[src/sdram_sched_pkg.sv]
package sdram_sched_pkg;

  ////////////////////////////////////////////////////////////////////////////
  // Device geometry
  ////////////////////////////////////////////////////////////////////////////

  // Bank, row and column address widths
  localparam int BA_W    = 2;
  localparam int ROW_W   = 12;
  localparam int COL_W   = 8;

  // One beat per access
  localparam int DQ_W    = 16;

  localparam int BANKS   = 2 ** BA_W;

  // Address bit that requests auto-precharge on RD and WR
  localparam int AP_BIT  = 10;

  // Every timing counter has this width
  localparam int TIMER_W = 6;

  ////////////////////////////////////////////////////////////////////////////
  // Command encoding
  ////////////////////////////////////////////////////////////////////////////

  // Bits are {ras_n, cas_n, we_n}
  typedef enum logic [2:0] {
    NOP = 3'b111,
    ACT = 3'b011,
    RD  = 3'b101,
    WR  = 3'b100,
    PRE = 3'b010,
    REF = 3'b001
  } sdram_cmd_e;

endpackage

[src/sdram_bank_timers.sv]
module sdram_bank_timers #(
  parameter int T_RCD = 2,
  parameter int T_RP  = 3,
  parameter int T_WR  = 2,
  parameter int T_RC  = 7,
  parameter int T_RFC = 8
) (
  input  logic                               clk_i,
  input  logic                               rst_ni,
  input  logic                               act_i,
  input  logic                               rdwr_i,
  input  logic                               is_write_i,
  input  logic                               ref_i,
  input  logic [sdram_sched_pkg::BA_W-1:0]   ba_i,
  output logic [sdram_sched_pkg::BANKS-1:0]  rcd_done_o,
  output logic [sdram_sched_pkg::BANKS-1:0]  bank_ready_o,
  output logic                               rfc_done_o
);

  localparam int TW = sdram_sched_pkg::TIMER_W;

  localparam logic [TW-1:0] RCD_VAL    = TW'(T_RCD);
  localparam logic [TW-1:0] RC_VAL     = TW'(T_RC);
  localparam logic [TW-1:0] RFC_VAL    = TW'(T_RFC);
  localparam logic [TW-1:0] RD_REC_VAL = TW'(T_RP);
  localparam logic [TW-1:0] WR_REC_VAL = TW'(T_WR + T_RP);

  logic [sdram_sched_pkg::BANKS-1:0] ba_dec;
  logic [sdram_sched_pkg::BANKS-1:0] rc_done;
  logic [sdram_sched_pkg::BANKS-1:0] rec_done;
  logic [TW-1:0]                     rec_value;

  assign ba_dec = {{(sdram_sched_pkg::BANKS - 1){1'b0}}, 1'b1} << ba_i;

  // Write recovery comes before the auto-precharge itself
  assign rec_value = is_write_i ? WR_REC_VAL : RD_REC_VAL;

  for (genvar b = 0; b < sdram_sched_pkg::BANKS; b++)
  begin : g_bank
    sdram_timer u_rcd (
      .clk_i   (clk_i),
      .rst_ni  (rst_ni),
      .load_i  (act_i & ba_dec[b]),
      .value_i (RCD_VAL),
      .done_o  (rcd_done_o[b])
    );

    sdram_timer u_rc (
      .clk_i   (clk_i),
      .rst_ni  (rst_ni),
      .load_i  (act_i & ba_dec[b]),
      .value_i (RC_VAL),
      .done_o  (rc_done[b])
    );

    // Precharge recovery after RD or WR with auto-precharge
    sdram_timer u_rec (
      .clk_i   (clk_i),
      .rst_ni  (rst_ni),
      .load_i  (rdwr_i & ba_dec[b]),
      .value_i (rec_value),
      .done_o  (rec_done[b])
    );
  end

  assign bank_ready_o = rc_done & rec_done;

  // Refresh cycle time covers the whole device
  sdram_timer u_rfc (
    .clk_i   (clk_i),
    .rst_ni  (rst_ni),
    .load_i  (ref_i),
    .value_i (RFC_VAL),
    .done_o  (rfc_done_o)
  );

endmodule

[src/sdram_cmd_fsm.sv]
module sdram_cmd_fsm #(
  parameter  int PORTS  = 2,
  parameter  int T_RCD  = 2,
  localparam int PORT_W = (PORTS > 1) ? $clog2(PORTS) : 1
) (
  input  logic                               clk_i,
  input  logic                               rst_ni,
  input  logic                               grant_valid_i,
  input  logic [PORT_W-1:0]                  grant_port_i,
  input  logic                               grant_we_i,
  input  logic [sdram_sched_pkg::BA_W-1:0]   grant_ba_i,
  input  logic [sdram_sched_pkg::ROW_W-1:0]  grant_row_i,
  input  logic [sdram_sched_pkg::COL_W-1:0]  grant_col_i,
  input  logic [sdram_sched_pkg::DQ_W-1:0]   grant_wdata_i,
  input  logic [sdram_sched_pkg::BANKS-1:0]  bank_ready_i,
  input  logic [sdram_sched_pkg::BANKS-1:0]  rcd_done_i,
  input  logic                               rfc_done_i,
  input  logic                               ref_pending_i,
  output logic                               issued_o,
  output logic                               act_o,
  output logic                               rdwr_o,
  output logic                               is_write_o,
  output logic                               ref_o,
  output logic [sdram_sched_pkg::BA_W-1:0]   cmd_ba_o,
  output logic                               rd_o,
  output logic [PORT_W-1:0]                  rd_port_o,
  output sdram_sched_pkg::sdram_cmd_e        sdram_cmd_o,
  output logic [sdram_sched_pkg::BA_W-1:0]   sdram_ba_o,
  output logic [sdram_sched_pkg::ROW_W-1:0]  sdram_addr_o,
  output logic [sdram_sched_pkg::DQ_W-1:0]   sdram_dq_o,
  output logic                               sdram_dqoe_o
);

  typedef enum logic {
    IDLE,
    ACTIVATED
  } state_e;

  state_e                            state;
  state_e                            nxt_state;
  sdram_sched_pkg::sdram_cmd_e       nxt_cmd;
  logic [sdram_sched_pkg::BA_W-1:0]  nxt_ba;
  logic [sdram_sched_pkg::ROW_W-1:0] nxt_addr;
  logic                              rcd_ok;

  // With tRCD of one cycle the column command may follow ACT directly
  assign rcd_ok = (T_RCD <= 1) || rcd_done_i[grant_ba_i];

  ////////////////////////////////////////////////////////////////////////////
  // Next command decode
  ////////////////////////////////////////////////////////////////////////////

  always_comb
  begin
    nxt_state = state;
    nxt_cmd   = sdram_sched_pkg::NOP;
    nxt_ba    = sdram_ba_o;
    nxt_addr  = sdram_addr_o;
    act_o     = 1'b0;
    rdwr_o    = 1'b0;
    ref_o     = 1'b0;

    case (state)
      IDLE:
      begin
        if (ref_pending_i)
        begin
          // All banks precharged and the previous refresh finished
          if ((&bank_ready_i) && rfc_done_i)
          begin
            nxt_cmd = sdram_sched_pkg::REF;
            ref_o   = 1'b1;
          end
        end
        else if (grant_valid_i && bank_ready_i[grant_ba_i] && rfc_done_i)
        begin
          nxt_cmd   = sdram_sched_pkg::ACT;
          nxt_ba    = grant_ba_i;
          nxt_addr  = grant_row_i;
          act_o     = 1'b1;
          nxt_state = ACTIVATED;
        end
      end

      ACTIVATED:
      begin
        if (rcd_ok)
        begin
          nxt_cmd  = grant_we_i ? sdram_sched_pkg::WR : sdram_sched_pkg::RD;
          nxt_ba   = grant_ba_i;
          nxt_addr = '0;
          nxt_addr[sdram_sched_pkg::COL_W-1:0] = grant_col_i;
          nxt_addr[sdram_sched_pkg::AP_BIT]    = 1'b1;
          rdwr_o    = 1'b1;
          nxt_state = IDLE;
        end
      end
    endcase
  end

  assign issued_o   = rdwr_o;
  assign is_write_o = grant_we_i;
  assign cmd_ba_o   = grant_ba_i;

  ////////////////////////////////////////////////////////////////////////////
  // Registered SDRAM side
  ////////////////////////////////////////////////////////////////////////////

  always_ff @(posedge clk_i or negedge rst_ni)
  begin
    if (!rst_ni)
    begin
      state        <= IDLE;
      sdram_cmd_o  <= sdram_sched_pkg::NOP;
      sdram_ba_o   <= '0;
      sdram_addr_o <= '0;
      sdram_dqoe_o <= 1'b0;
      rd_o         <= 1'b0;
      rd_port_o    <= '0;
    end
    else
    begin
      state        <= nxt_state;
      sdram_cmd_o  <= nxt_cmd;
      sdram_ba_o   <= nxt_ba;
      sdram_addr_o <= nxt_addr;
      sdram_dqoe_o <= rdwr_o && grant_we_i;
      // Read tag lines up with RD on the command bus
      rd_o         <= rdwr_o && !grant_we_i;
      rd_port_o    <= grant_port_i;
    end
  end

  // Write beat
  always_ff @(posedge clk_i)
  begin
    if (rdwr_o && grant_we_i)
      sdram_dq_o <= grant_wdata_i;
  end

endmodule

[src/sdram_port_arbiter.sv]
module sdram_port_arbiter #(
  parameter  int PORTS  = 2,
  localparam int PORT_W = (PORTS > 1) ? $clog2(PORTS) : 1
) (
  input  logic                               clk_i,
  input  logic                               rst_ni,
  input  logic [PORTS-1:0]                   req_i,
  input  logic [PORTS-1:0]                   we_i,
  input  logic [sdram_sched_pkg::BA_W-1:0]   ba_i    [PORTS],
  input  logic [sdram_sched_pkg::ROW_W-1:0]  row_i   [PORTS],
  input  logic [sdram_sched_pkg::COL_W-1:0]  col_i   [PORTS],
  input  logic [sdram_sched_pkg::DQ_W-1:0]   wdata_i [PORTS],
  output logic [PORTS-1:0]                   ack_o,
  input  logic                               issued_i,
  output logic                               grant_valid_o,
  output logic [PORT_W-1:0]                  grant_port_o,
  output logic                               grant_we_o,
  output logic [sdram_sched_pkg::BA_W-1:0]   grant_ba_o,
  output logic [sdram_sched_pkg::ROW_W-1:0]  grant_row_o,
  output logic [sdram_sched_pkg::COL_W-1:0]  grant_col_o,
  output logic [sdram_sched_pkg::DQ_W-1:0]   grant_wdata_o
);

  logic [PORTS-1:0]  candidates;
  logic [PORT_W-1:0] pick;

  // Port 0 wins, so scan from the top down
  always_comb
  begin
    candidates = req_i & ~ack_o;
    pick       = '0;
    for (int p = PORTS - 1; p >= 0; p--)
    begin
      if (candidates[p])
        pick = PORT_W'(p);
    end
  end

  // Grant stays locked until the RD or WR of that port is issued
  always_ff @(posedge clk_i or negedge rst_ni)
  begin
    if (!rst_ni)
    begin
      grant_valid_o <= 1'b0;
      grant_port_o  <= '0;
    end
    else if (issued_i)
    begin
      grant_valid_o <= 1'b0;
    end
    else if (!grant_valid_o && (candidates != '0))
    begin
      grant_valid_o <= 1'b1;
      grant_port_o  <= pick;
    end
  end

  // Four-phase ack side
  always_ff @(posedge clk_i or negedge rst_ni)
  begin
    if (!rst_ni)
    begin
      ack_o <= '0;
    end
    else
    begin
      for (int p = 0; p < PORTS; p++)
      begin
        if (ack_o[p])
          ack_o[p] <= req_i[p];  // falls one cycle after req is seen low
        else if (issued_i && (grant_port_o == PORT_W'(p)))
          ack_o[p] <= 1'b1;
      end
    end
  end

  // Clients hold their request fields stable until ack
  assign grant_we_o    = we_i[grant_port_o];
  assign grant_ba_o    = ba_i[grant_port_o];
  assign grant_row_o   = row_i[grant_port_o];
  assign grant_col_o   = col_i[grant_port_o];
  assign grant_wdata_o = wdata_i[grant_port_o];

endmodule

[src/sdram_rd_return.sv]
module sdram_rd_return #(
  parameter  int PORTS   = 2,
  parameter  int CAS_LAT = 2,
  localparam int PORT_W  = (PORTS > 1) ? $clog2(PORTS) : 1
) (
  input  logic                             clk_i,
  input  logic                             rst_ni,
  input  logic                             rd_i,
  input  logic [PORT_W-1:0]                rd_port_i,
  input  logic [sdram_sched_pkg::DQ_W-1:0] sdram_dq_i,
  output logic [sdram_sched_pkg::DQ_W-1:0] rdata_o,
  output logic [PORTS-1:0]                 rvalid_o
);

  // One stage per cycle of CAS latency
  logic [CAS_LAT-1:0] stage_valid;
  logic [PORT_W-1:0]  stage_port [CAS_LAT];

  always_ff @(posedge clk_i or negedge rst_ni)
  begin
    if (!rst_ni)
    begin
      stage_valid <= '0;
      rvalid_o    <= '0;
    end
    else
    begin
      stage_valid[0] <= rd_i;
      for (int s = 1; s < CAS_LAT; s++)
        stage_valid[s] <= stage_valid[s-1];

      // Last stage meets the data on the DQ pins
      rvalid_o <= '0;
      if (stage_valid[CAS_LAT-1])
        rvalid_o[stage_port[CAS_LAT-1]] <= 1'b1;
    end
  end

  always_ff @(posedge clk_i)
  begin
    stage_port[0] <= rd_port_i;
    for (int s = 1; s < CAS_LAT; s++)
      stage_port[s] <= stage_port[s-1];
    rdata_o <= sdram_dq_i;
  end

endmodule

[src/sdram_refresh_ctrl.sv]
module sdram_refresh_ctrl #(
  parameter int REF_INTERVAL = 400
) (
  input  logic clk_i,
  input  logic rst_ni,
  input  logic ref_issued_i,
  output logic ref_pending_o
);

  localparam int               CNT_W = $clog2(REF_INTERVAL);
  localparam logic [CNT_W-1:0] LAST  = CNT_W'(REF_INTERVAL - 1);

  logic [CNT_W-1:0] interval_cnt;
  logic [2:0]       pending;
  logic             tick;
  logic             inc;
  logic             dec;

  assign tick = (interval_cnt == LAST);

  // Free-running interval counter
  always_ff @(posedge clk_i or negedge rst_ni)
  begin
    if (!rst_ni)
      interval_cnt <= '0;
    else if (tick)
      interval_cnt <= '0;
    else
      interval_cnt <= interval_cnt + 1'b1;
  end

  // Count saturates at seven outstanding refreshes
  assign inc = tick && !(&pending);
  assign dec = ref_issued_i && (pending != '0);

  always_ff @(posedge clk_i or negedge rst_ni)
  begin
    if (!rst_ni)
    begin
      pending <= '0;
    end
    else
    begin
      case ({inc, dec})
        2'b10:   pending <= pending + 1'b1;
        2'b01:   pending <= pending - 1'b1;
        default: pending <= pending;
      endcase
    end
  end

  assign ref_pending_o = (pending != '0);

endmodule

[src/sdram_sched_top.sv]
module sdram_sched_top #(
  parameter  int PORTS        = 2,
  parameter  int T_RCD        = 2,
  parameter  int T_RP         = 3,
  parameter  int T_WR         = 2,
  parameter  int T_RC         = 7,
  parameter  int T_RFC        = 8,
  parameter  int CAS_LAT      = 2,
  parameter  int REF_INTERVAL = 400,
  localparam int PORT_W       = (PORTS > 1) ? $clog2(PORTS) : 1
) (
  input  logic                               clk_i,
  input  logic                               rst_ni,

  // Client ports
  input  logic [PORTS-1:0]                   req_i,
  input  logic [PORTS-1:0]                   we_i,
  input  logic [sdram_sched_pkg::BA_W-1:0]   ba_i    [PORTS],
  input  logic [sdram_sched_pkg::ROW_W-1:0]  row_i   [PORTS],
  input  logic [sdram_sched_pkg::COL_W-1:0]  col_i   [PORTS],
  input  logic [sdram_sched_pkg::DQ_W-1:0]   wdata_i [PORTS],
  output logic [PORTS-1:0]                   ack_o,
  output logic [PORTS-1:0]                   rvalid_o,
  output logic [sdram_sched_pkg::DQ_W-1:0]   rdata_o,

  // SDRAM pins
  output sdram_sched_pkg::sdram_cmd_e        sdram_cmd_o,
  output logic [sdram_sched_pkg::BA_W-1:0]   sdram_ba_o,
  output logic [sdram_sched_pkg::ROW_W-1:0]  sdram_addr_o,
  output logic [sdram_sched_pkg::DQ_W-1:0]   sdram_dq_o,
  output logic                               sdram_dqoe_o,
  input  logic [sdram_sched_pkg::DQ_W-1:0]   sdram_dq_i
);

  logic                              grant_valid;
  logic [PORT_W-1:0]                 grant_port;
  logic                              grant_we;
  logic [sdram_sched_pkg::BA_W-1:0]  grant_ba;
  logic [sdram_sched_pkg::ROW_W-1:0] grant_row;
  logic [sdram_sched_pkg::COL_W-1:0] grant_col;
  logic [sdram_sched_pkg::DQ_W-1:0]  grant_wdata;
  logic                              issued;
  logic                              act_strobe;
  logic                              rdwr_strobe;
  logic                              ref_strobe;
  logic                              is_write;
  logic [sdram_sched_pkg::BA_W-1:0]  cmd_ba;
  logic [sdram_sched_pkg::BANKS-1:0] rcd_done;
  logic [sdram_sched_pkg::BANKS-1:0] bank_ready;
  logic                              rfc_done;
  logic                              ref_pending;
  logic                              rd_strobe;
  logic [PORT_W-1:0]                 rd_port;

  sdram_port_arbiter #(
    .PORTS (PORTS)
  ) u_arbiter (
    .clk_i         (clk_i),
    .rst_ni        (rst_ni),
    .req_i         (req_i),
    .we_i          (we_i),
    .ba_i          (ba_i),
    .row_i         (row_i),
    .col_i         (col_i),
    .wdata_i       (wdata_i),
    .ack_o         (ack_o),
    .issued_i      (issued),
    .grant_valid_o (grant_valid),
    .grant_port_o  (grant_port),
    .grant_we_o    (grant_we),
    .grant_ba_o    (grant_ba),
    .grant_row_o   (grant_row),
    .grant_col_o   (grant_col),
    .grant_wdata_o (grant_wdata)
  );

  sdram_cmd_fsm #(
    .PORTS (PORTS),
    .T_RCD (T_RCD)
  ) u_cmd_fsm (
    .clk_i         (clk_i),
    .rst_ni        (rst_ni),
    .grant_valid_i (grant_valid),
    .grant_port_i  (grant_port),
    .grant_we_i    (grant_we),
    .grant_ba_i    (grant_ba),
    .grant_row_i   (grant_row),
    .grant_col_i   (grant_col),
    .grant_wdata_i (grant_wdata),
    .bank_ready_i  (bank_ready),
    .rcd_done_i    (rcd_done),
    .rfc_done_i    (rfc_done),
    .ref_pending_i (ref_pending),
    .issued_o      (issued),
    .act_o         (act_strobe),
    .rdwr_o        (rdwr_strobe),
    .is_write_o    (is_write),
    .ref_o         (ref_strobe),
    .cmd_ba_o      (cmd_ba),
    .rd_o          (rd_strobe),
    .rd_port_o     (rd_port),
    .sdram_cmd_o   (sdram_cmd_o),
    .sdram_ba_o    (sdram_ba_o),
    .sdram_addr_o  (sdram_addr_o),
    .sdram_dq_o    (sdram_dq_o),
    .sdram_dqoe_o  (sdram_dqoe_o)
  );

  sdram_bank_timers #(
    .T_RCD (T_RCD),
    .T_RP  (T_RP),
    .T_WR  (T_WR),
    .T_RC  (T_RC),
    .T_RFC (T_RFC)
  ) u_bank_timers (
    .clk_i        (clk_i),
    .rst_ni       (rst_ni),
    .act_i        (act_strobe),
    .rdwr_i       (rdwr_strobe),
    .is_write_i   (is_write),
    .ref_i        (ref_strobe),
    .ba_i         (cmd_ba),
    .rcd_done_o   (rcd_done),
    .bank_ready_o (bank_ready),
    .rfc_done_o   (rfc_done)
  );

  sdram_refresh_ctrl #(
    .REF_INTERVAL (REF_INTERVAL)
  ) u_refresh_ctrl (
    .clk_i         (clk_i),
    .rst_ni        (rst_ni),
    .ref_issued_i  (ref_strobe),
    .ref_pending_o (ref_pending)
  );

  sdram_rd_return #(
    .PORTS   (PORTS),
    .CAS_LAT (CAS_LAT)
  ) u_rd_return (
    .clk_i      (clk_i),
    .rst_ni     (rst_ni),
    .rd_i       (rd_strobe),
    .rd_port_i  (rd_port),
    .sdram_dq_i (sdram_dq_i),
    .rdata_o    (rdata_o),
    .rvalid_o   (rvalid_o)
  );

endmodule

[src/sdram_timer.sv]
module sdram_timer (
  input  logic                                clk_i,
  input  logic                                rst_ni,
  input  logic                                load_i,
  input  logic [sdram_sched_pkg::TIMER_W-1:0] value_i,
  output logic                                done_o
);

  logic [sdram_sched_pkg::TIMER_W-1:0] count;

  // Expired out of reset so nothing waits on a fresh timer
  always_ff @(posedge clk_i or negedge rst_ni)
  begin
    if (!rst_ni)
    begin
      count <= '0;
    end
    else if (load_i)
    begin
      // Load cycle is the first cycle of the interval
      count <= (value_i == '0) ? '0 : value_i - 1'b1;
    end
    else if (count != '0)
    begin
      count <= count - 1'b1;
    end
  end

  assign done_o = (count == '0);

endmodule

[config.mk]
export PLATFORM = sky130hd
export DESIGN_NAME = sdram_sched_top
export DESIGN_NICKNAME = d
export VERILOG_FILES = /design/src/sdram_sched_pkg.sv /design/src/sdram_bank_timers.sv /design/src/sdram_cmd_fsm.sv /design/src/sdram_port_arbiter.sv /design/src/sdram_rd_return.sv /design/src/sdram_refresh_ctrl.sv /design/src/sdram_sched_top.sv /design/src/sdram_timer.sv
export SDC_FILE = /design/constraint.sdc
export NUM_CORES = 1
export LEC_CHECK = 0
export ABC_AREA = 1
export BUFFER_PORTS_ARGS = -buffer_cell sky130_fd_sc_hd__buf_4
export CORE_MARGIN = 4
export CORE_UTILIZATION = 40
export DETAILED_ROUTE_END_ITERATION = 12
export PLACE_DENSITY_LB_ADDON = 0.1
export SLEW_MARGIN = 20
export SYNTH_ARGS = -nofsm -noshare
export SYNTH_HDL_FRONTEND = slang
export SYNTH_SLANG_ARGS = --single-unit
[constraint.sdc]
create_clock -name clk_i -period 2.2 [get_ports clk_i]
set_input_delay 0.44 -clock clk_i [delete_from_list [all_inputs] [get_ports clk_i]]
set_output_delay 0.44 -clock clk_i [all_outputs]
set_load 0.01 [all_outputs]
---- Word level (Yosys, flattened, before mapping) ----
Memories as Yosys holds them, arrays and structs flattened.
Index checks and enable logic that the tools add are counted.
word-level totals
  output and inout bits ................... 54
  memories kept ........................... 1
  register bits after elaboration ......... 151
  memory bits (writable) .................. 2
  bits of input ports ..................... 98
  logic and storage cells ................. 219
cells by class
  reductions and logical operators ........ 62
  add/sub/neg operators ................... 17
  magnitude comparators ................... 5
  equal/unequal tests ..................... 6
  bitwise operators ....................... 15
  muxes and demuxes ....................... 83
  shifts and indexed selects .............. 1
memory list
  name                    words  width  read ports  clocked after memory_dff  wr ports  line                   RTL
  u_rd_return.stage_port  2      1      2           0                         2         sdram_rd_return.sv:17  logic [PORT_W-1:0] stage_port [CAS_LAT];
operators with widths
  cell                                                 number
  2-to-1 mux 6 bit                                     27
  logical NOT 6 bit                                    14
  subtractor 6 x 1 -> 6 bit (second input constant)    14
  nonzero test 6 bit                                   13
  2-to-1 mux 12 bit                                    6
  2-to-1 mux 16 bit                                    3
  nonzero test 2 bit                                   16
  2-to-1 mux 8 bit                                     3
  one-hot mux 12 bit (2 select lines)                  1
  2-to-1 mux 1 bit                                     23
  2-to-1 mux 3 bit                                     5
  2-to-1 mux 2 bit                                     7
  one-hot mux 3 bit (2 select lines)                   2
  logical AND 1 bit                                    11
  adder 9 x 1 -> 9 bit (second input constant)         1
  == test 9 bit (second input constant)                1
  2-to-1 mux 9 bit                                     1
  bitwise AND 1 bit                                    8
  AND reduction 3 bit                                  2
  bitwise AND 4 bit                                    1
  binary-select mux 1 bit (select 2 bit)               2
  < comparator 1 x 2 -> 1 bit (second input constant)  2
  inequality test 2 bit (second input constant)        2
  one-hot mux 2 bit (2 select lines)                   1
  19 further kinds                                     23

---- Logic depth before layout (Yosys ltp) ----
Gate-level depths: netlist of the first run.
  depth after elaboration ................. 13
  mapped depth ............................ 14
  mapped depth without buffers ............ 14

---- By module ----
Synthesis of the first run repeated with hierarchy kept, for this count alone.
second synthesis, totals
  cells, all modules ...................... 1482
  area total of the unflattened synthesis .. 10326.2 um^2
modules (own cells, without submodules)
  module              cells an instance  instances  area an instance (um^2)
  sdram_timer         81                 13         526.8
  sdram_cmd_fsm       150                1          1549.0
  sdram_port_arbiter  152                1          709.4
  sdram_refresh_ctrl  74                 1          640.6
  sdram_rd_return     26                 1          478.0
  sdram_bank_timers   27                 1          101.3

---- Worst setup path after synthesis of the first run ----
No wires, ideal clock.
  path kind ............................... register to register
  start ................................... reg u_bank_timers.g_bank[2].u_rc.count[0] in the netlist's numbering
  end ..................................... reg u_refresh_ctrl.pending[2]
  stages on the path, launching flop included .. 15
  library setup time ...................... 0.131 ns
  setup slack ............................. -0.220 ns
  arrival ................................. 2.289 ns
  path buffers ............................ 0
  data required time ...................... 2.069 ns
  cells stage by stage .................... dfrtp_1 > inv_1 > ha_1 > nand2_1 > nor3_1 > nand2_1 > inv_1 > nand4_1 > inv_1 > ha_1 > inv_1 > fa_1 > a21oi_1 > o21ai_0 > xor2_1
between the ends
  word-level cells in the longest chain between the ends .. 10
  elaborated cells between the ends (all ways) .. 12
  those cells by class .................... eq/ne (2); mux (4); bitwise (1); reduce/logical (5)
RTL lines
  what                                                                             line                      RTL
  start: declaration                                                               sdram_timer.sv:9          logic [sdram_sched_pkg::TIMER_W-1:0] count;
  start signal: assignment                                                         sdram_timer.sv:21         count <= (value_i == '0) ? '0 : value_i - 1'b1;
  start signal: assignment                                                         sdram_timer.sv:25         count <= count - 1'b1;
  logical NOT 6 bit (*)                                                            sdram_timer.sv:29         assign done_o = (count == '0);
  bitwise AND 4 bit (*)                                                            sdram_bank_timers.sv:66   assign bank_ready_o = rc_done & rec_done;
  AND reduction 4 bit (*)                                                          sdram_cmd_fsm.sv:69       if ((&bank_ready_i) && rfc_done_i)
  logical AND 1 bit (*)                                                            sdram_cmd_fsm.sv:69
  2-to-1 mux 1 bit (*)                                                             sdram_cmd_fsm.sv:69
  2-to-1 mux 1 bit (*)                                                             sdram_cmd_fsm.sv:66       if (ref_pending_i)
  2-to-1 mux 1 bit (*)                                                             sdram_cmd_fsm.sv:63       case (state)
  logical AND 1 bit (*)                                                            sdram_refresh_ctrl.sv:34  assign dec = ref_issued_i && (pending != '0);
  == test 2 x 1 -> 1 bit / == test 2 bit (equally long branches)                   sdram_refresh_ctrl.sv:44  case ({inc, dec})
  one-hot mux 3 bit (2 select lines) / nonzero test 2 bit (equally long branches)  --
  end signal: assignment                                                           sdram_refresh_ctrl.sv:45  2'b10: pending <= pending + 1'b1;
  end signal: assignment                                                           sdram_refresh_ctrl.sv:46  2'b01: pending <= pending - 1'b1;
  end signal: assignment                                                           sdram_refresh_ctrl.sv:47  default: pending <= pending;
  end: declaration                                                                 sdram_refresh_ctrl.sv:14  logic [2:0] pending;
Every way passes the cells marked *; elsewhere a longest branch is shown, timed or not.
A chain may end at the register's enable or synchronous reset.

---- Worst setup path in the final report of the first run ----
  start ................................... reg u_bank_timers.g_bank[0].u_rc.count[0] in the netlist's numbering
  end ..................................... reg u_refresh_ctrl.pending[2]
between the ends
  word-level cells in the longest chain between the ends .. 10
  elaborated cells between the ends (all ways) .. 12
  those cells by class .................... eq/ne (2); mux (4); bitwise (1); reduce/logical (5)
RTL lines
  what                                                                             line
  start: declaration                                                               sdram_timer.sv:9
  start signal: assignment                                                         sdram_timer.sv:21
  start signal: assignment                                                         sdram_timer.sv:25
  logical NOT 6 bit (*)                                                            sdram_timer.sv:29
  bitwise AND 4 bit (*)                                                            sdram_bank_timers.sv:66
  AND reduction 4 bit (*)                                                          sdram_cmd_fsm.sv:69
  logical AND 1 bit (*)                                                            sdram_cmd_fsm.sv:69
  2-to-1 mux 1 bit (*)                                                             sdram_cmd_fsm.sv:69
  2-to-1 mux 1 bit (*)                                                             sdram_cmd_fsm.sv:66
  2-to-1 mux 1 bit (*)                                                             sdram_cmd_fsm.sv:63
  logical AND 1 bit (*)                                                            sdram_refresh_ctrl.sv:34
  == test 2 x 1 -> 1 bit / == test 2 bit (equally long branches)                   sdram_refresh_ctrl.sv:44
  one-hot mux 3 bit (2 select lines) / nonzero test 2 bit (equally long branches)  --
Marked as above.

==> flow_summary.toml, run 1 <==
[run_status]
run_status = "complete, but fails checks"
violations = "setup timing"

[logic_synthesis]
yosys-top-cells-count = "nand2_1 (225), inv_1 (141), dfrtp_1 (116)"
async_flop_share_pct = 77.8
yosysMostFrequentCell = "nand2_1"
ys_seq_elements = 153
synthCells = 891
yosysWarningCount = 0
synth_fp_nets = 1015
syn_area_per_cell_um2 = 8.39
syn_area_um2 = 7480
synth_edf_count = 16
ys_seq_area_share_pct = 51.1
yosysTopAreaCell = "dfrtp_1"
netlist_top_cells_area = "dfrtp_1 (39%), nand2_1 (11%), inv_1 (7.1%)"
ys.flop_type = "dfrtp_1"
synth_cell_type_count = 39
synth_top_area_share_pct = 38.8

[clocking]
htree_levels = 4
cts.sinks = 153
insertion_delay_ns = 0.43
ctsLongestPathBuffers = 2
cts_tree = "built"
clk_pin_slew_worst_paths_ns = 0.07
hold_buffers = 0
numCtsBuffers = 17
cts-root-buf = "clkbuf_16"

[grt]
antenna_found_initial = 0
grt_max_degree = 120
grt_pass1_vias = 6306
grt_overflow = 0
grt_pass1_wl_mm = 30.2
grt_usage_pct = 18.3

[floorplan]
dieArea_um2 = 21000
ios = 152
die_h_um = 145
start_util_pct = 41.2
die_x_um = 145
rows = 49
core_um2 = 18100

[run]
maxCapViolCount = 0

[detailed_routing]
antenna_left = 0
met1Wirelength_mm = 8.21
drt_iter0_drc = 202
wl_mm = 18.7
vias = 6458
wl_per_cell_um = 13.4
route.met2.wl_mm = 8.62
viasPerCell = 4.62
drt_first_pass_iters = 4
top_layer = "met4"
dr_wl_met3_mm = 1.69
route.detailed.drc = 0

[sta]
max_slew_margin_pct = 56.8
drv_slew = 0
final.setup.tns_ns = -0.257
setup_violations = 2
fmax_mhz = 420
clock_skew_ns = 0.0123
rsz0062_at_grt = "true"
hold_viol = 0
holdWs_ns = 0.0964
period_share_pct = 108
layout_min_cycle_time_ns = 2.38
layout_setup_ws_ns = -0.181
worst_pin_slew_ns = 0.648

[worst_setup_path]
required_ns = 2.50
critPathMaxStageDelay_ns = 0.40
crit_path_top_delay_cell = "dfrtp_1"
cp_max_fo = 2
cp.arrival_ns = 2.68
path_cells = "inv_2 -> ha_4 -> nand3b_1 -> nor2_2 -> nand2_2 -> nor2_1 -> nand4_1 -> inv_2 -> ha_4 -> inv_4 -> fa_2 -> a21oi_2 -> o21ai_1 -> xor2_1"
critical_path_class = "reg2reg"
path_buf_inv = 3
cp-start-kind = "register"
end_kind = "register"
worst-path-stages = 14
critical-path-top-delay-family = "adder cells"
rr_worst_depth = 14

[placement]
place_inst = 1345
routabilityCongestion = 0.814
place_hpwl_mm = 13.4
io_buffers = 151

[hold_path]
hold_path.class = "in2async"

[pwr]
p_leak_nw = 5.55
ir_worst_vdd_mv = 0.670
p_per_area_nw_per_um2 = 1360

[finish]
final_layout_size_suffix_gt1_share_pct = 30.4
layout.cells.non_filler = 1399
nets = 1281
diodes = 0
syn_to_final_growth_pct = 39.5
## cells by family after synthesis
logic type                 share of synthesized area [%]
xor gates and xnor gates                            4.45
and+or+nand+nor                                     25.3
buffers and inverters                               8.38
adders and majority gates                           4.45
DFF                                                 51.1
AOI/OAI and AO/OA                                   6.32
## cells in the final DEF (no fill, tap or decap), drive strengths merged, types with 16 or more instances in the layout
cell type / count
a21oi: 20
buf: 258
clkbuf: 18
dfrtp: 116
dfxtp: 18
edfxtp: 16
ha: 25
inv: 158
nand2: 237
nand3: 78
nor2: 84
o21ai: 47
xnor2: 17
xor2: 21
## final timing paths
kind                                                  startpoint                                     end  slack (ns)
min reg2reg                         u_rd_return.stage_port[0][0]            u_rd_return.stage_port[0][1]        0.33
min in group clk_i                                sdram_dq_i[12]                 u_rd_return.rdata_o[12]        0.11
max reg2reg                u_bank_timers.g_bank[0].u_rc.count[0]               u_refresh_ctrl.pending[2]       -0.18
max in group asynchronous                                 rst_ni  u_bank_timers.g_bank[0].u_rec.count[2]        1.62
min                                                       rst_ni          u_refresh_ctrl.interval_cnt[6]         0.1
max                        u_bank_timers.g_bank[0].u_rc.count[0]               u_refresh_ctrl.pending[2]       -0.18
## report_power, final
part	switching, W	internal, W
Combinational	0.00385	0.00306
Clock	0.00128	0.00156
Sequential	0.000555	0.00394
## sequential cells by signal, indices dropped and copies added, names as in the netlist, 3 cells and up
register                          cells
u_bank_timers.g_bank.u_rc.count      24
u_cmd_fsm.sdram_cmd_o                 3
u_refresh_ctrl.pending                3
u_refresh_ctrl.interval_cnt           9
u_bank_timers.u_rfc.count             6
u_cmd_fsm.sdram_dq_o                 16
u_rd_return.rdata_o                  16
u_bank_timers.g_bank.u_rcd.count     24
u_bank_timers.g_bank.u_rec.count     24
u_cmd_fsm.sdram_addr_o               12
## metrics by stage
step | worst slack [ns] | total power, W | area [µm²] | util (%)
after global routing | -0.305 | 0.0156 | 10400 | 57.5
final | -0.181 | 0.0142 | 10400 | 57.5
after floorplan | -0.178 | 0.00858 | 7500 | -
after detailed placement | -0.215 | 0.0110 | 9540 | 52.6
after global placement | -0.194 | 0.0109 | 9540 | 52.6
after CTS | -0.0870 | 0.0139 | 10200 | 56.1
## routing by layer
metal  up-vias  GRT usage (%)
li1       3357              -
met1      2936           23.0
met2       148           28.3
met3        17           8.18
met4         0           5.65
met5         -              0
## timing repair
item | CTS | global route
setup buffers | 4 | 14
pin swaps | 5 | 17
resized for setup | 9 | 36
setup endpoints to repair | 2 | 52
gates cloned | 0 | 4
## final cells by class
cell class	instances	area, µm²
inverters	145	549
flip-flops and latches	153	3820
multi-input cells	582	3230
repair buffers	258	1990
well taps	229	287
fillers	1660	7710
clock buffers	18	450
clock inverters	14	118
(Power assumes the default switching activity.)
==> run 2, diff against run 1 <==
--- a/config.mk
+++ b/config.mk
@@ -10,6 +10,7 @@
 export CORE_MARGIN = 4
 export CORE_UTILIZATION = 40
 export DETAILED_ROUTE_END_ITERATION = 12
+export GPL_TIMING_DRIVEN = 0
 export PLACE_DENSITY_LB_ADDON = 0.1
 export SLEW_MARGIN = 20
 export SYNTH_ARGS = -nofsm -noshare
==> constraint.sdc (replaced) <==
create_clock -name clk_i -period 2.8 [get_ports clk_i]
set_input_delay 0.56 -clock clk_i [delete_from_list [all_inputs] [get_ports clk_i]]
set_output_delay 0.56 -clock clk_i [all_outputs]
set_load 0.01 [all_outputs]
==> run 2 against run 1 <==
Effect of this change: the flow now finishes without violations; worst setup slack gained 0.40 ns; non-clock buffer count shrank 71; via count shrank 5.3%; hold slack gained 0.13 ns; utilization shrank 3.8 points; clock skew grew 0.00056 ns; critical endpoint unchanged.
==> flow_summary.toml, run 2 (synthesis results as in run 1) <==
[run_status]
run_status = "complete, no violations"

[worst_setup_path]
cp.arrival_ns = 2.88
critical_path_class = "reg2reg"
required_ns = 3.11
cp_max_fo = 5
r2r_start = "u_bank_timers.g_bank[0].u_rc.count[0]"
critical-path-top-delay-family = "simple AND/OR/NAND/NOR gates"
critPathMaxStageDelay_ns = 0.40
crit_path_top_delay_cell = "dfrtp_1"
path_buf_inv = 3
critPathLaunch = "u_bank_timers.g_bank[0].u_rc.count[0]"
end_kind = "register"
cp-start-kind = "register"
path_cells = "inv_2 -> ha_1 -> nand3b_1 -> nor2_4 -> nand2_1 -> nor2_1 -> nand4_1 -> inv_1 -> ha_1 -> inv_1 -> fa_2 -> a21oi_1 -> o21ai_1 -> xor2_1"

[floorplan]
core_um2 = 18100
start_util_pct = 41.2
rows = 49
ios = 152
dieArea_um2 = 21000
die_x_um = 145
die_h_um = 145

[sta]
layout_min_cycle_time_ns = 2.58
final.setup.tns_ns = 0
fmax_mhz = 388
max_slew_margin_pct = 53.0
layout_setup_ws_ns = 0.221
period_share_pct = 92.1
setup_violations = 0
drv_slew = 0
clock_skew_ns = 0.0129
worst_pin_slew_ns = 0.699
rsz0062_at_grt = "false"
hold_viol = 0

[finish]
final_area_um2 = 9740
final_cell_mix = "nand2_1 (225), buf_4 (170), inv_1 (129)"
layout_commonest_cell = "nand2_1"
top_regs = "u_bank_timers.g_bank.u_rc.count (24), u_bank_timers.g_bank.u_rcd.count (24), u_bank_timers.g_bank.u_rec.count (24)"
seq_area_um2 = 3820
fin_util_pct = 53.7
nets = 1206
fill_cells = 1735
multi_input_comb_area_um2 = 3080
syn_to_final_growth_pct = 30.2
final_layout_size_suffix_gt1_share_pct = 23.4
diodes = 0

[pwr]
p_int_w = 0.00623
clkPwrFrac_pct = 22.2
p_switching_w = 0.00416
seqPwrFrac_pct = 34.8
p_leak_nw = 5.15
ir_worst_vdd_mv = 0.544
p_per_area_nw_per_um2 = 1070
p_sw_share_pct = 40.0
power_w = 0.0104
p_comb_share_pct = 43.0

[detailed_routing]
route.detailed.drc = 0
wl_mm = 17.2
viasPerCell = 4.62
drt_iter0_drc = 258
vias = 6114
antenna_left = 0
wl_per_cell_um = 13.0
drt_first_pass_iters = 4

[placement]
place_hpwl_mm = 12.8
routabilityCongestion = 0.785
io_buffers = 151
placedInstanceArea_um2 = 8930
dp_slack_ns = -0.137

[grt]
grt_max_degree = 84
grt_usage_pct = 17.4
antenna_found_initial = 0
grt_pass1_vias = 6040
grt_pass1_wl_mm = 29.0
grt_overflow = 0

[run]
maxCapViolCount = 0

[clocking]
cts_tree = "built"
cts.sinks = 153
insertion_delay_ns = 0.43
clk_pin_slew_worst_paths_ns = 0.07
ctsLongestPathBuffers = 2
htree_levels = 4
cts-root-buf = "clkbuf_16"
numCtsBuffers = 17

[hold_path]
hold_path.class = "in2reg"
min_from = "sdram_dq_i[12]"
-- run 2: cell count changes in the layout (fill, tap and decap cells not counted), moves of 3 or more --
cell	delta
clkbuf_1	+10
nand3_4	-4
nand2_2	-6
buf_4	-82
ha_1	+3
nand2_1	+5
inv_4	-5
-- run 2: layer usage --
layer / GRT usage [%] / vias to the layer above / wire [µm] / share of wire (%)
met1: 21.4 / 2770 / 7580 / 44
met2: 27.9 / 130 / 7970 / 46
met4: 3.98 / 0 / 142 / 0.82
met5: 0 / - / 0 / 0
li1: - / 3204 / - / -
met3: 8.54 / 10 / 1560 / 9.0
-- run 2: power by group through the flow --
stage | clock (W) | combinational [W] | sequential (W)
detailed placement | 0 | 0.00435 | 0.00363
floorplan | 0 | 0.00311 | 0.00362
global placement | 0 | 0.00428 | 0.00363
finish | 0.00231 | 0.00447 | 0.00361
CTS | 0.00237 | 0.00439 | 0.00361
global route | 0.00248 | 0.00519 | 0.00371
-- run 2: repair_timing --
action                     4_1_cts  5_1_grt
hold buffers                     1        0
setup endpoints to repair       18       18
gates resized for setup          4       20
pin swaps                        0        8
hold endpoints to repair         1        0
cloned                           0        0
setup buffers                    0       19
-- run 2: metrics by stage --
step | cells | hold slack [ns]
6_report | 1324 | 0.228
5_1_grt | 1324 | 0.204
4_1_cts | 1305 | 0.206
3_5_place_dp | 1272 | 0.328
3_3_place_gp | 1271 | 0.324
2_1_floorplan | 891 | 0.264
-- run 2: final timing paths --
check	end	slack [ns]	depth (start not counted)
min in group asynchronous	u_bank_timers.g_bank[0].u_rc.count[3]	0.60	2
setup reg to reg	u_refresh_ctrl.pending[2]	0.22	14
max in group asynchronous	u_cmd_fsm.sdram_cmd_o[1]	1.50	3
hold reg to reg	u_rd_return.stage_port[0][1]	0.34	0
setup / recovery	u_refresh_ctrl.pending[2]	0.22	14
hold / removal	u_rd_return.rdata_o[12]	0.23	1
-- run 2: area by class of cell --
class / instances / share of cell area [%]
clock buffer: 18 / 4.51
timing repair buffer: 172 / 13.7
buffer: 15 / 0.822
sequential: 153 / 39.2
multi-input combinational: 578 / 31.6
tap: 229 / 2.94
clock inverter: 14 / 1.55
inverter: 145 / 5.61
